`config.mk`:
```
export PLATFORM = sky130hd
export DESIGN_NAME = ifetch_top
export DESIGN_NICKNAME = d
export VERILOG_FILES = /design/src/fetch_pkg.sv /design/src/axi_lite_pkg.sv /design/src/fetch_sequencer.sv /design/src/icache.sv /design/src/axi_lite_refill.sv /design/src/ifetch_top.sv
export SDC_FILE = /design/constraint.sdc
export NUM_CORES = 1
export LEC_CHECK = 0
export ABC_AREA = 0
export BUFFER_PORTS_ARGS = -buffer_cell sky130_fd_sc_hd__buf_2
export CAP_MARGIN = 10
export CORE_ASPECT_RATIO = 2
export CORE_UTILIZATION = 40
export DETAILED_ROUTE_END_ITERATION = 12
export PLACE_DENSITY = 0.63
export SETUP_SLACK_MARGIN = 0.4
export SYNTH_ARGS = -nofsm -noshare
export SYNTH_HDL_FRONTEND = slang
export SYNTH_SLANG_ARGS = --single-unit
export TNS_END_PERCENT = 30
```
`constraint.sdc`:
```
create_clock -name clk -period 16.2 [get_ports clk]
set_input_delay 0.81 -clock clk [delete_from_list [all_inputs] [get_ports clk]]
set_output_delay 0.81 -clock clk [all_outputs]
set_load 0.1 [all_outputs]
```
`src/fetch_pkg.sv`:
```
package fetch_pkg;

    localparam int ADDR_W  = 32;
    localparam int DATA_W  = 32;

    // direct mapped, one word per line
    localparam int LINES   = 16;
    localparam int INDEX_W = 4;   // addr[5:2]
    localparam int TAG_W   = 26;  // addr[31:6]

    localparam logic [ADDR_W-1:0] RESET_PC = 32'h0000_0000;

    typedef enum logic [1:0] {
        IDLE,
        COMPARE,
        REFILL,
        RESPOND
    } cache_state_e;

    typedef struct packed {
        logic [ADDR_W-1:0] addr;
    } fetch_req_t;

    typedef struct packed {
        logic [DATA_W-1:0] data;
        logic              fault;
    } fetch_resp_t;

    // 65 bits on the outside stream
    typedef struct packed {
        logic [ADDR_W-1:0] pc;
        logic [DATA_W-1:0] instr;
        logic              fault;
    } fetch_packet_t;

    typedef struct packed {
        logic [ADDR_W-1:0] addr;
    } refill_req_t;

    typedef struct packed {
        logic [DATA_W-1:0] data;
        logic              fault;  // bus error, line is not filled
    } refill_resp_t;

endpackage

```
`src/axi_lite_pkg.sv`:
```
package axi_lite_pkg;

    localparam int AXI_ADDR_W = 32;
    localparam int AXI_DATA_W = 32;
    localparam int PROT_W     = 3;

    // arprot: bit 2 instruction, bit 1 non-secure, bit 0 privileged
    localparam logic [PROT_W-1:0] PROT_INSTR = 3'b100;

    typedef enum logic [1:0] {
        OKAY   = 2'b00,
        EXOKAY = 2'b01,
        SLVERR = 2'b10,
        DECERR = 2'b11
    } axi_resp_e;

    // read address channel payload
    typedef struct packed {
        logic [AXI_ADDR_W-1:0] araddr;
        logic [PROT_W-1:0]     arprot;
    } ar_chan_t;

    // read data channel payload
    typedef struct packed {
        logic [AXI_DATA_W-1:0] rdata;
        axi_resp_e             rresp;
    } r_chan_t;

endpackage

```
`src/fetch_sequencer.sv`:
```
module fetch_sequencer (
    input  logic                             clk,
    input  logic                             rst,
    input  logic                             redirect_valid,
    input  logic [fetch_pkg::ADDR_W-1:0]     redirect_pc,
    output logic                             req_valid,
    input  logic                             req_ready,
    output fetch_pkg::fetch_req_t            req,
    input  logic                             resp_valid,
    input  fetch_pkg::fetch_resp_t           resp,
    output logic                             instr_valid,
    input  logic                             instr_ready,
    output fetch_pkg::fetch_packet_t         instr
);

    logic [fetch_pkg::ADDR_W-1:0] pc;
    logic [fetch_pkg::ADDR_W-1:0] req_pc;     // pc of the request in flight
    logic                         running;    // no request while coming out of reset
    logic                         in_flight;
    logic                         stale;
    logic                         slot_valid;
    fetch_pkg::fetch_packet_t     slot;
    logic                         slot_free;

    // the slot is empty by the time the answer arrives
    assign slot_free = !slot_valid || instr_ready;
    assign req_valid = running && !in_flight && slot_free && !redirect_valid;
    assign req.addr  = pc;

    assign instr_valid = slot_valid;
    assign instr       = slot;

    always_ff @(posedge clk)
    begin
        if (rst)
        begin
            pc         <= fetch_pkg::RESET_PC;
            running    <= 1'b0;
            in_flight  <= 1'b0;
            stale      <= 1'b0;
            slot_valid <= 1'b0;
        end
        else if (redirect_valid)
        begin
            pc         <= redirect_pc;
            running    <= 1'b1;
            slot_valid <= 1'b0;
            in_flight  <= in_flight && !resp_valid;
            stale      <= in_flight && !resp_valid;  // drop what comes back
        end
        else
        begin
            running <= 1'b1;
            if (req_valid && req_ready)
            begin
                pc        <= pc + 32'd4;
                in_flight <= 1'b1;
            end
            if (instr_valid && instr_ready)
                slot_valid <= 1'b0;
            if (resp_valid)
            begin
                in_flight <= 1'b0;
                stale     <= 1'b0;
                if (!stale)
                    slot_valid <= 1'b1;
            end
        end
    end

    always_ff @(posedge clk)
    begin
        if (req_valid && req_ready)
            req_pc <= pc;
        if (resp_valid && !stale && !redirect_valid)
        begin
            slot.pc    <= req_pc;
            slot.instr <= resp.data;
            slot.fault <= resp.fault;
        end
    end

endmodule

```
`src/icache.sv`:
```
module icache (
    input  logic                     clk,
    input  logic                     rst,
    input  logic                     flush,
    input  logic                     req_valid,
    output logic                     req_ready,
    input  fetch_pkg::fetch_req_t    req,
    output logic                     resp_valid,
    output fetch_pkg::fetch_resp_t   resp,
    output logic                     refill_valid,
    input  logic                     refill_ready,
    output fetch_pkg::refill_req_t   refill_req,
    input  logic                     refill_done,
    input  fetch_pkg::refill_resp_t  refill_resp
);

    fetch_pkg::cache_state_e state;
    fetch_pkg::cache_state_e state_next;

    logic [fetch_pkg::LINES-1:0]  valid;
    logic [fetch_pkg::TAG_W-1:0]  tag_mem  [fetch_pkg::LINES];
    logic [fetch_pkg::DATA_W-1:0] data_mem [fetch_pkg::LINES];

    logic [fetch_pkg::ADDR_W-1:0]  addr_q;
    fetch_pkg::refill_resp_t       fill_q;
    logic                          refill_sent;  // request taken, waiting for done
    logic [fetch_pkg::INDEX_W-1:0] index;
    logic [fetch_pkg::TAG_W-1:0]   tag;
    logic                          hit;

    assign index = addr_q[fetch_pkg::INDEX_W+1:2];
    assign tag   = addr_q[fetch_pkg::ADDR_W-1 -: fetch_pkg::TAG_W];
    assign hit   = valid[index] && (tag_mem[index] == tag);

    assign req_ready    = (state == fetch_pkg::IDLE);
    assign refill_valid = (state == fetch_pkg::REFILL) && !refill_sent;
    assign refill_req.addr = {addr_q[fetch_pkg::ADDR_W-1:2], 2'b00};

    // hits answer in COMPARE, misses in RESPOND
    assign resp_valid = ((state == fetch_pkg::COMPARE) && hit) ||
                        (state == fetch_pkg::RESPOND);

    always_comb
    begin
        if (state == fetch_pkg::COMPARE)
        begin
            resp.data  = data_mem[index];
            resp.fault = 1'b0;
        end
        else
        begin
            resp.data  = fill_q.data;
            resp.fault = fill_q.fault;
        end
    end

    always_comb
    begin
        state_next = state;
        case (state)
            fetch_pkg::IDLE:
                if (req_valid)
                    state_next = fetch_pkg::COMPARE;
            fetch_pkg::COMPARE:
                state_next = hit ? fetch_pkg::IDLE : fetch_pkg::REFILL;
            fetch_pkg::REFILL:
                if (refill_done)
                    state_next = fetch_pkg::RESPOND;
            fetch_pkg::RESPOND:
                state_next = fetch_pkg::IDLE;
            default:
                state_next = fetch_pkg::IDLE;
        endcase
    end

    always_ff @(posedge clk)
    begin
        if (rst)
        begin
            state       <= fetch_pkg::IDLE;
            refill_sent <= 1'b0;
            valid       <= '0;
        end
        else
        begin
            state <= state_next;

            if (refill_valid && refill_ready)
                refill_sent <= 1'b1;
            else if (refill_done)
                refill_sent <= 1'b0;

            if ((state == fetch_pkg::IDLE) && flush)
                valid <= '0;  // invalidate every line
            else if ((state == fetch_pkg::RESPOND) && !fill_q.fault)
                valid[index] <= 1'b1;
        end
    end

    always_ff @(posedge clk)
    begin
        if (req_valid && req_ready)
            addr_q <= req.addr;
        if (refill_done)
            fill_q <= refill_resp;
        // error responses never reach the arrays
        if ((state == fetch_pkg::RESPOND) && !fill_q.fault)
        begin
            tag_mem[index]  <= tag;
            data_mem[index] <= fill_q.data;
        end
    end

endmodule

```
`src/axi_lite_refill.sv`:
```
module axi_lite_refill (
    input  logic                     clk,
    input  logic                     rst,
    input  logic                     refill_valid,
    output logic                     refill_ready,
    input  fetch_pkg::refill_req_t   refill_req,
    output logic                     refill_done,
    output fetch_pkg::refill_resp_t  refill_resp,
    output logic                     arvalid,
    input  logic                     arready,
    output axi_lite_pkg::ar_chan_t   ar,
    input  logic                     rvalid,
    output logic                     rready,
    input  axi_lite_pkg::r_chan_t    r
);

    typedef enum logic [1:0] {
        S_IDLE,
        S_AR,
        S_R,
        S_DONE
    } refill_state_e;

    refill_state_e                state;
    logic [fetch_pkg::ADDR_W-1:0] addr_q;
    fetch_pkg::refill_resp_t      resp_q;
    logic                         bus_error;

    assign refill_ready = (state == S_IDLE);
    assign arvalid      = (state == S_AR);
    assign rready       = (state == S_R);
    assign refill_done  = (state == S_DONE);  // one cycle after the R handshake
    assign refill_resp  = resp_q;

    assign ar.araddr = addr_q;
    assign ar.arprot = axi_lite_pkg::PROT_INSTR;

    assign bus_error = !((r.rresp == axi_lite_pkg::OKAY) || (r.rresp == axi_lite_pkg::EXOKAY));

    always_ff @(posedge clk)
    begin
        if (rst)
            state <= S_IDLE;
        else
        begin
            case (state)
                S_IDLE:
                    if (refill_valid)
                        state <= S_AR;
                S_AR:
                    if (arready)
                        state <= S_R;
                S_R:
                    if (rvalid)
                        state <= S_DONE;
                S_DONE:
                    state <= S_IDLE;
                default:
                    state <= S_IDLE;
            endcase
        end
    end

    always_ff @(posedge clk)
    begin
        if (refill_valid && refill_ready)
            addr_q <= refill_req.addr;  // held stable for the whole AR phase
        if (rvalid && rready)
        begin
            resp_q.data  <= r.rdata;
            resp_q.fault <= bus_error;
        end
    end

endmodule

```
`src/ifetch_top.sv`:
```
module ifetch_top (
    input  logic                          clk,
    input  logic                          rst,
    input  logic                          redirect_valid,
    input  logic [fetch_pkg::ADDR_W-1:0]  redirect_pc,
    input  logic                          flush,
    output logic                          instr_valid,
    input  logic                          instr_ready,
    output fetch_pkg::fetch_packet_t      instr,
    output logic                          arvalid,
    input  logic                          arready,
    output axi_lite_pkg::ar_chan_t        ar,
    input  logic                          rvalid,
    output logic                          rready,
    input  axi_lite_pkg::r_chan_t         r
);

    // sequencer to cache
    logic                    req_valid;
    logic                    req_ready;
    fetch_pkg::fetch_req_t   req;
    logic                    resp_valid;
    fetch_pkg::fetch_resp_t  resp;

    // cache to refill master
    logic                    refill_valid;
    logic                    refill_ready;
    fetch_pkg::refill_req_t  refill_req;
    logic                    refill_done;
    fetch_pkg::refill_resp_t refill_resp;

    fetch_sequencer u_seq (
        .clk            (clk),
        .rst            (rst),
        .redirect_valid (redirect_valid),
        .redirect_pc    (redirect_pc),
        .req_valid      (req_valid),
        .req_ready      (req_ready),
        .req            (req),
        .resp_valid     (resp_valid),
        .resp           (resp),
        .instr_valid    (instr_valid),
        .instr_ready    (instr_ready),
        .instr          (instr)
    );

    icache u_cache (
        .clk          (clk),
        .rst          (rst),
        .flush        (flush),
        .req_valid    (req_valid),
        .req_ready    (req_ready),
        .req          (req),
        .resp_valid   (resp_valid),
        .resp         (resp),
        .refill_valid (refill_valid),
        .refill_ready (refill_ready),
        .refill_req   (refill_req),
        .refill_done  (refill_done),
        .refill_resp  (refill_resp)
    );

    axi_lite_refill u_refill (
        .clk          (clk),
        .rst          (rst),
        .refill_valid (refill_valid),
        .refill_ready (refill_ready),
        .refill_req   (refill_req),
        .refill_done  (refill_done),
        .refill_resp  (refill_resp),
        .arvalid      (arvalid),
        .arready      (arready),
        .ar           (ar),
        .rvalid       (rvalid),
        .rready       (rready),
        .r            (r)
    );

endmodule

```
# == After elaboration in Yosys (flattened, before gate mapping) ==
# Memory sizes are Yosys's and may differ from the RTL's. A register that Yosys moved wholly into a read port is not among the register bits.
# Index checks and enable logic that the tools add are counted.
# word_totals
reg_bits,250
ramBits,928
output_inout_bits,103
n_memories,2
# memory_table
name,words,width,rd,rd_clocked_by_memory_dff,wr,line,text
u_cache.data_mem,16,32,1,1,1,icache.sv:22,logic [fetch_pkg::DATA_W-1:0] data_mem [fetch_pkg::LINES];
u_cache.tag_mem,16,26,1,1,1,icache.sv:21,logic [fetch_pkg::TAG_W-1:0] tag_mem [fetch_pkg::LINES];
# classes
addsub,1
magnitude_cmp,2
eq_ne,13
muxes,30
n_bitwise,1
reduce_logical,38
# ops
cell,count
two-way mux 32 bit,2
two-way mux 33 bit,1
"adder 32 x 3 -> 32 bit, second input constant",1
equality test 26 bit,1
logical AND 1 bit,16
bitwise OR 16 bit,1
case mux 2 bit (4 select lines),2
two-way mux 1 bit,15
two-way mux 2 bit,6
"equality test 2 bit, second input constant",4
zero test 1 bit,8
two-way mux 4 bit,2
"equality test 2 x 1 -> 1 bit, second input constant",3
zero test 2 bit,3
"!= test 2 x 1 -> 1 bit, second input constant",3
nonzero test 2 bit,3
"less-than comparator 4 x 5 -> 1 bit, second input constant",1
binary-select mux 1 bit (select 4 bit),1
demux 1 bit (select 4 bit),1
"greater-or-equal comparator 4 x 1 -> 1 bit, second input constant",1
"!= test 2 bit, second input constant",2
OR reduction 2 bit,2
logical OR 1 bit,3
AND reduction 3 bit,1
other kinds (2),2

# == Longest topological paths before layout ==
# logic_depth
depth_word,8
depth_mapped,12
depth_no_buf,9

# == By module ==
# Synthesis repeated with hierarchy kept, for this count alone.
# unflattened
cells_unflattened,2138
area_unflattened_um2,45972.8
# by_module_without_submodules
module,instances,cells_per_inst,area_per_inst_um2,seq_area_each_um2
icache,1,1684,38838.5,30219.0
fetch_sequencer,1,362,4947.2,3633.5
axi_lite_refill,1,92,2187.1,1991.9

# == Worst setup path after synthesis ==
# OpenSTA, ideal clock, no wires.
# synth_timing
path_kind,register to register
start,register with a tool-made name
end,"register, netlist name u_seq.instr[0]"
setup_time_ns,0.526
arrival_time_ns,5.896
t_required_ns,15.674
setup_slack_ns,9.779
stages_incl_launch_ff,13
n_path_buf,5
path_cell_list,dfxtp_1 buf_6 buf_8 buf_4 buf_6 buf_2 mux2i_1 xor2_1 nand2_1 nor4_1 o21ai_0 or2_2 o41ai_2

==> flow_metrics.tcl <==
set metrics [dict create \
    cts-resized-gates 0 \
    crit_fanout 47 \
    powerDensity_nw_per_um2 124 \
    tightest_slew_ps 1170 \
    clkLatencyLatePin_ps 700 \
    syn_area_per_cell_sq_um 21.1 \
    yosys.area.top_type "edfxtp_1" \
    htreeDepth 3 \
    ys_types 63 \
    ir_drop_uv 133 \
    die_w_microns 239 \
    p_clk_share_pct 39.6 \
    drive_gt1_share_pct 28.1 \
    synth_ff_type "edfxtp_1" \
    synth-simple-area-share_pct 2.50 \
    seq_area_frac_synth_pct 77.6 \
    power_mw 6.32 \
    dr.pass1.iters 5 \
    drt_iter0_drc 1744 \
    critPathRequiredTime_ps 16520 \
    min_path_type "in -> reg" \
    core_sq_um 111000 \
    netlist.area_leader.share_pct 74.9 \
    area_delta_synth_final_pct 13.4 \
    holdBufCountCts 0 \
    grt_pass1_vias 23000 \
    finalCriticalPeriod_ps 6320 \
    route.detailed.drc 0 \
    clock_skew_ps 21.9 \
    antenna_found_initial 1 \
    num_rows 173 \
    clock.fmax_mhz 158 \
    p_int_mw 4.91 \
    clk_path_buf_depth 3 \
    grt_overflow 0 \
    cts.reportedPaths.clkPinSlew_ps 70 \
    final_util_pct 45.8 \
    final_area_sq_um 51000 \
    power_leakage_nw 16.2 \
    post_drt_wl_per_cell_microns 26.8 \
    fillers 9366 \
    synthMuxAreaShare_pct 14.9 \
    via_count 21600 \
    die_area_sq_um 114000 \
    rsz0062_at_grt "false" \
    cts_tree "built" \
    async_flop_share_pct 0 \
    io_pins 176 \
    combPwrFrac_pct 6.1 \
    netlist_area_sq_um 44900 \
    synthXorXnorAreaFrac_pct 0.585 \
    dpl.hpwl_microns 55700 \
    nNetsFinal 2418 \
    synth_top_family_by_area "multiplexers" \
    antenna_left 0 \
    cts_root_buf "clkbuf_16" \
    ys_seq_elements 1182 \
    drv_cap 0 \
    clock_sinks 1182 \
    cp-start-kind "flip-flop" \
    routed_wl_microns 105000 \
    synthAdderAreaFrac_pct 0.167 \
    power.share.sequential_pct 54.3 \
    cts_setup_buffers 0 \
    timing.final.crit_share_pct 39.0 \
    worst_slack_ps 9880 \
    place_area_sq_um 47600 \
    synth_edf_count 1121 \
    track_usage_pct 18.7 \
    die_h_microns 476 \
    numCtsBuffers 102 \
    gp_congestion 0.793 \
    io_buffers 169 \
    outcome "finished, final reports clean" \
    place_inst 3722 \
    dp_slack_ps 9710 \
    maxSlewViolCount 0 \
    slew-limit-headroom_pct 21.8 \
    finalHoldViolations 0 \
    synthTopCellsByArea "edfxtp_1, mux4_2, dfxtp_1, mux2i_1, mux2_2" \
    grt_pass1_wl_microns 153000 \
    fin_cells 3915 \
    power.switching_mw 1.41 \
    via_per_inst 5.51 \
    synth-compound-area-share_pct 2.78 \
    final.setup.tns_ps 0 \
    synthCells 2127 \
    setup_viol 0 \
    grt_max_degree 148 \
    critPathArrivalTime_ps 6640 \
    end_kind "flip-flop" \
    yosysWarnings 0 \
    initial_core_util_pct 40.4 \
    hold_ws_ps 286 \
    worstSetupPathType "reg -> reg" \
    switching_share_pct 22.2 \
]
critical path, stage by stage, from the launching register on:
cell and delay [ps]:
dfxtp_4 1010, buf_4 820, buf_4 800, mux2i_1 180, a221oi_1 510, a221o_1 240
o211ai_1 190, a2111oi_2 530, nand4_1 220, or2_1 330, o41ai_4 340, buf_4 640
placed cells by master, fill, tap and decap left out, types with 7 or more instances in the layout:
cell type   instances
edfxtp_1         1121
mux4_2            222
buf_2             169
clkbuf_16         105
mux2i_1           101
nand2_1            61
dfxtp_1            57
nor2_1             51
mux2_2             51
buf_4              43
a21oi_1            38
o21ai_0            38
a22oi_1            28
clkinv_2           24
nor3_1             18
clkinv_1           18
o21a_1             17
xnor2_1            16
nor2b_1            15
xor2_1             14
a221oi_1           14
nor2_4             12
clkbuf_1           12
bufinv_16          12
nand3_1            10
inv_6               9
nand2b_1            8
nand4_1             8
a22o_1              8
and3_1              7
clkinvlp_4          7
cells by family after synthesis:
| logic type | after synthesis |
|---|---|
| AOI/OAI and AO/OA | 182 |
| xor gates and xnor gates | 30 |
| adders and majority gates | 6 |
| buffers and inverters | 115 |
| DFF | 1182 |
| muxes | 379 |
| other | 2 |
| and+or+nand+nor | 231 |
power groups by stage:
stage               logic (mW)  registers [mW]  clock network (mW)
finish                   0.385            3.43                2.50
global route             0.412            3.44                2.67
CTS                      0.392            3.43                2.56
detailed placement       0.391            3.50                   0
global placement         0.384            3.50                   0
floorplan                0.287            3.48                   0
routing by layer:
layer | vias to the layer above | wire length, microns | global-route usage (%)
met2 | 737 | 55400 | 33.6
met5 | - | 0 | 0
met3 | 172 | 5200 | 2.53
li1 | 9207 | - | -
met1 | 11500 | 41000 | 22.9
met4 | 0 | 3100 | 6.75
Yosys cell counts (17+ instances only):
library cell,n
nand2_1,61
nor3_1,22
edfxtp_1,1121
clkbuf_1,37
buf_4,22
mux2_2,51
mux4_2,222
o21a_1,17
a21oi_1,38
buf_2,25
a22oi_1,28
nor2_1,63
o21ai_0,38
mux2i_1,101
dfxtp_1,61
flip-flops by register name, indices dropped and copies added (netlist names), 2 cells and up, named ones only:
name                  count
u_cache.data_mem        512
u_refill.state            2
u_cache.fill_q           33
u_seq.req                32
u_cache.addr_q           32
u_refill.refill_resp     33
u_cache.tag_mem         416
u_refill.addr_q          30
u_cache.valid            16
u_seq.instr              65
final cells by class:
type	instances	area, sq um	share of cell area (%)
well taps	1487	1860	3.65
flip-flops and latches	1182	34900	68.5
diodes	1	2.50	0.00491
clock buffers	117	2670	5.24
multi-input cells	833	9580	18.8
clock inverters	75	726	1.42
inverters	7	26.3	0.0516
repair buffers	213	1190	2.33
final timing paths:
check        slack (ps)               startpoint                  endpoint  cells past startpoint
max                9880                flip-flop           u_seq.instr[41]                     11
min                 290                    r[11]  u_refill.refill_resp[10]                      1
max reg2reg        9880                flip-flop           u_seq.instr[41]                     11
min reg2reg         420  u_refill.refill_resp[7]         u_cache.fill_q[7]                      0
Note: power is estimated with default switching activity, not from simulation.
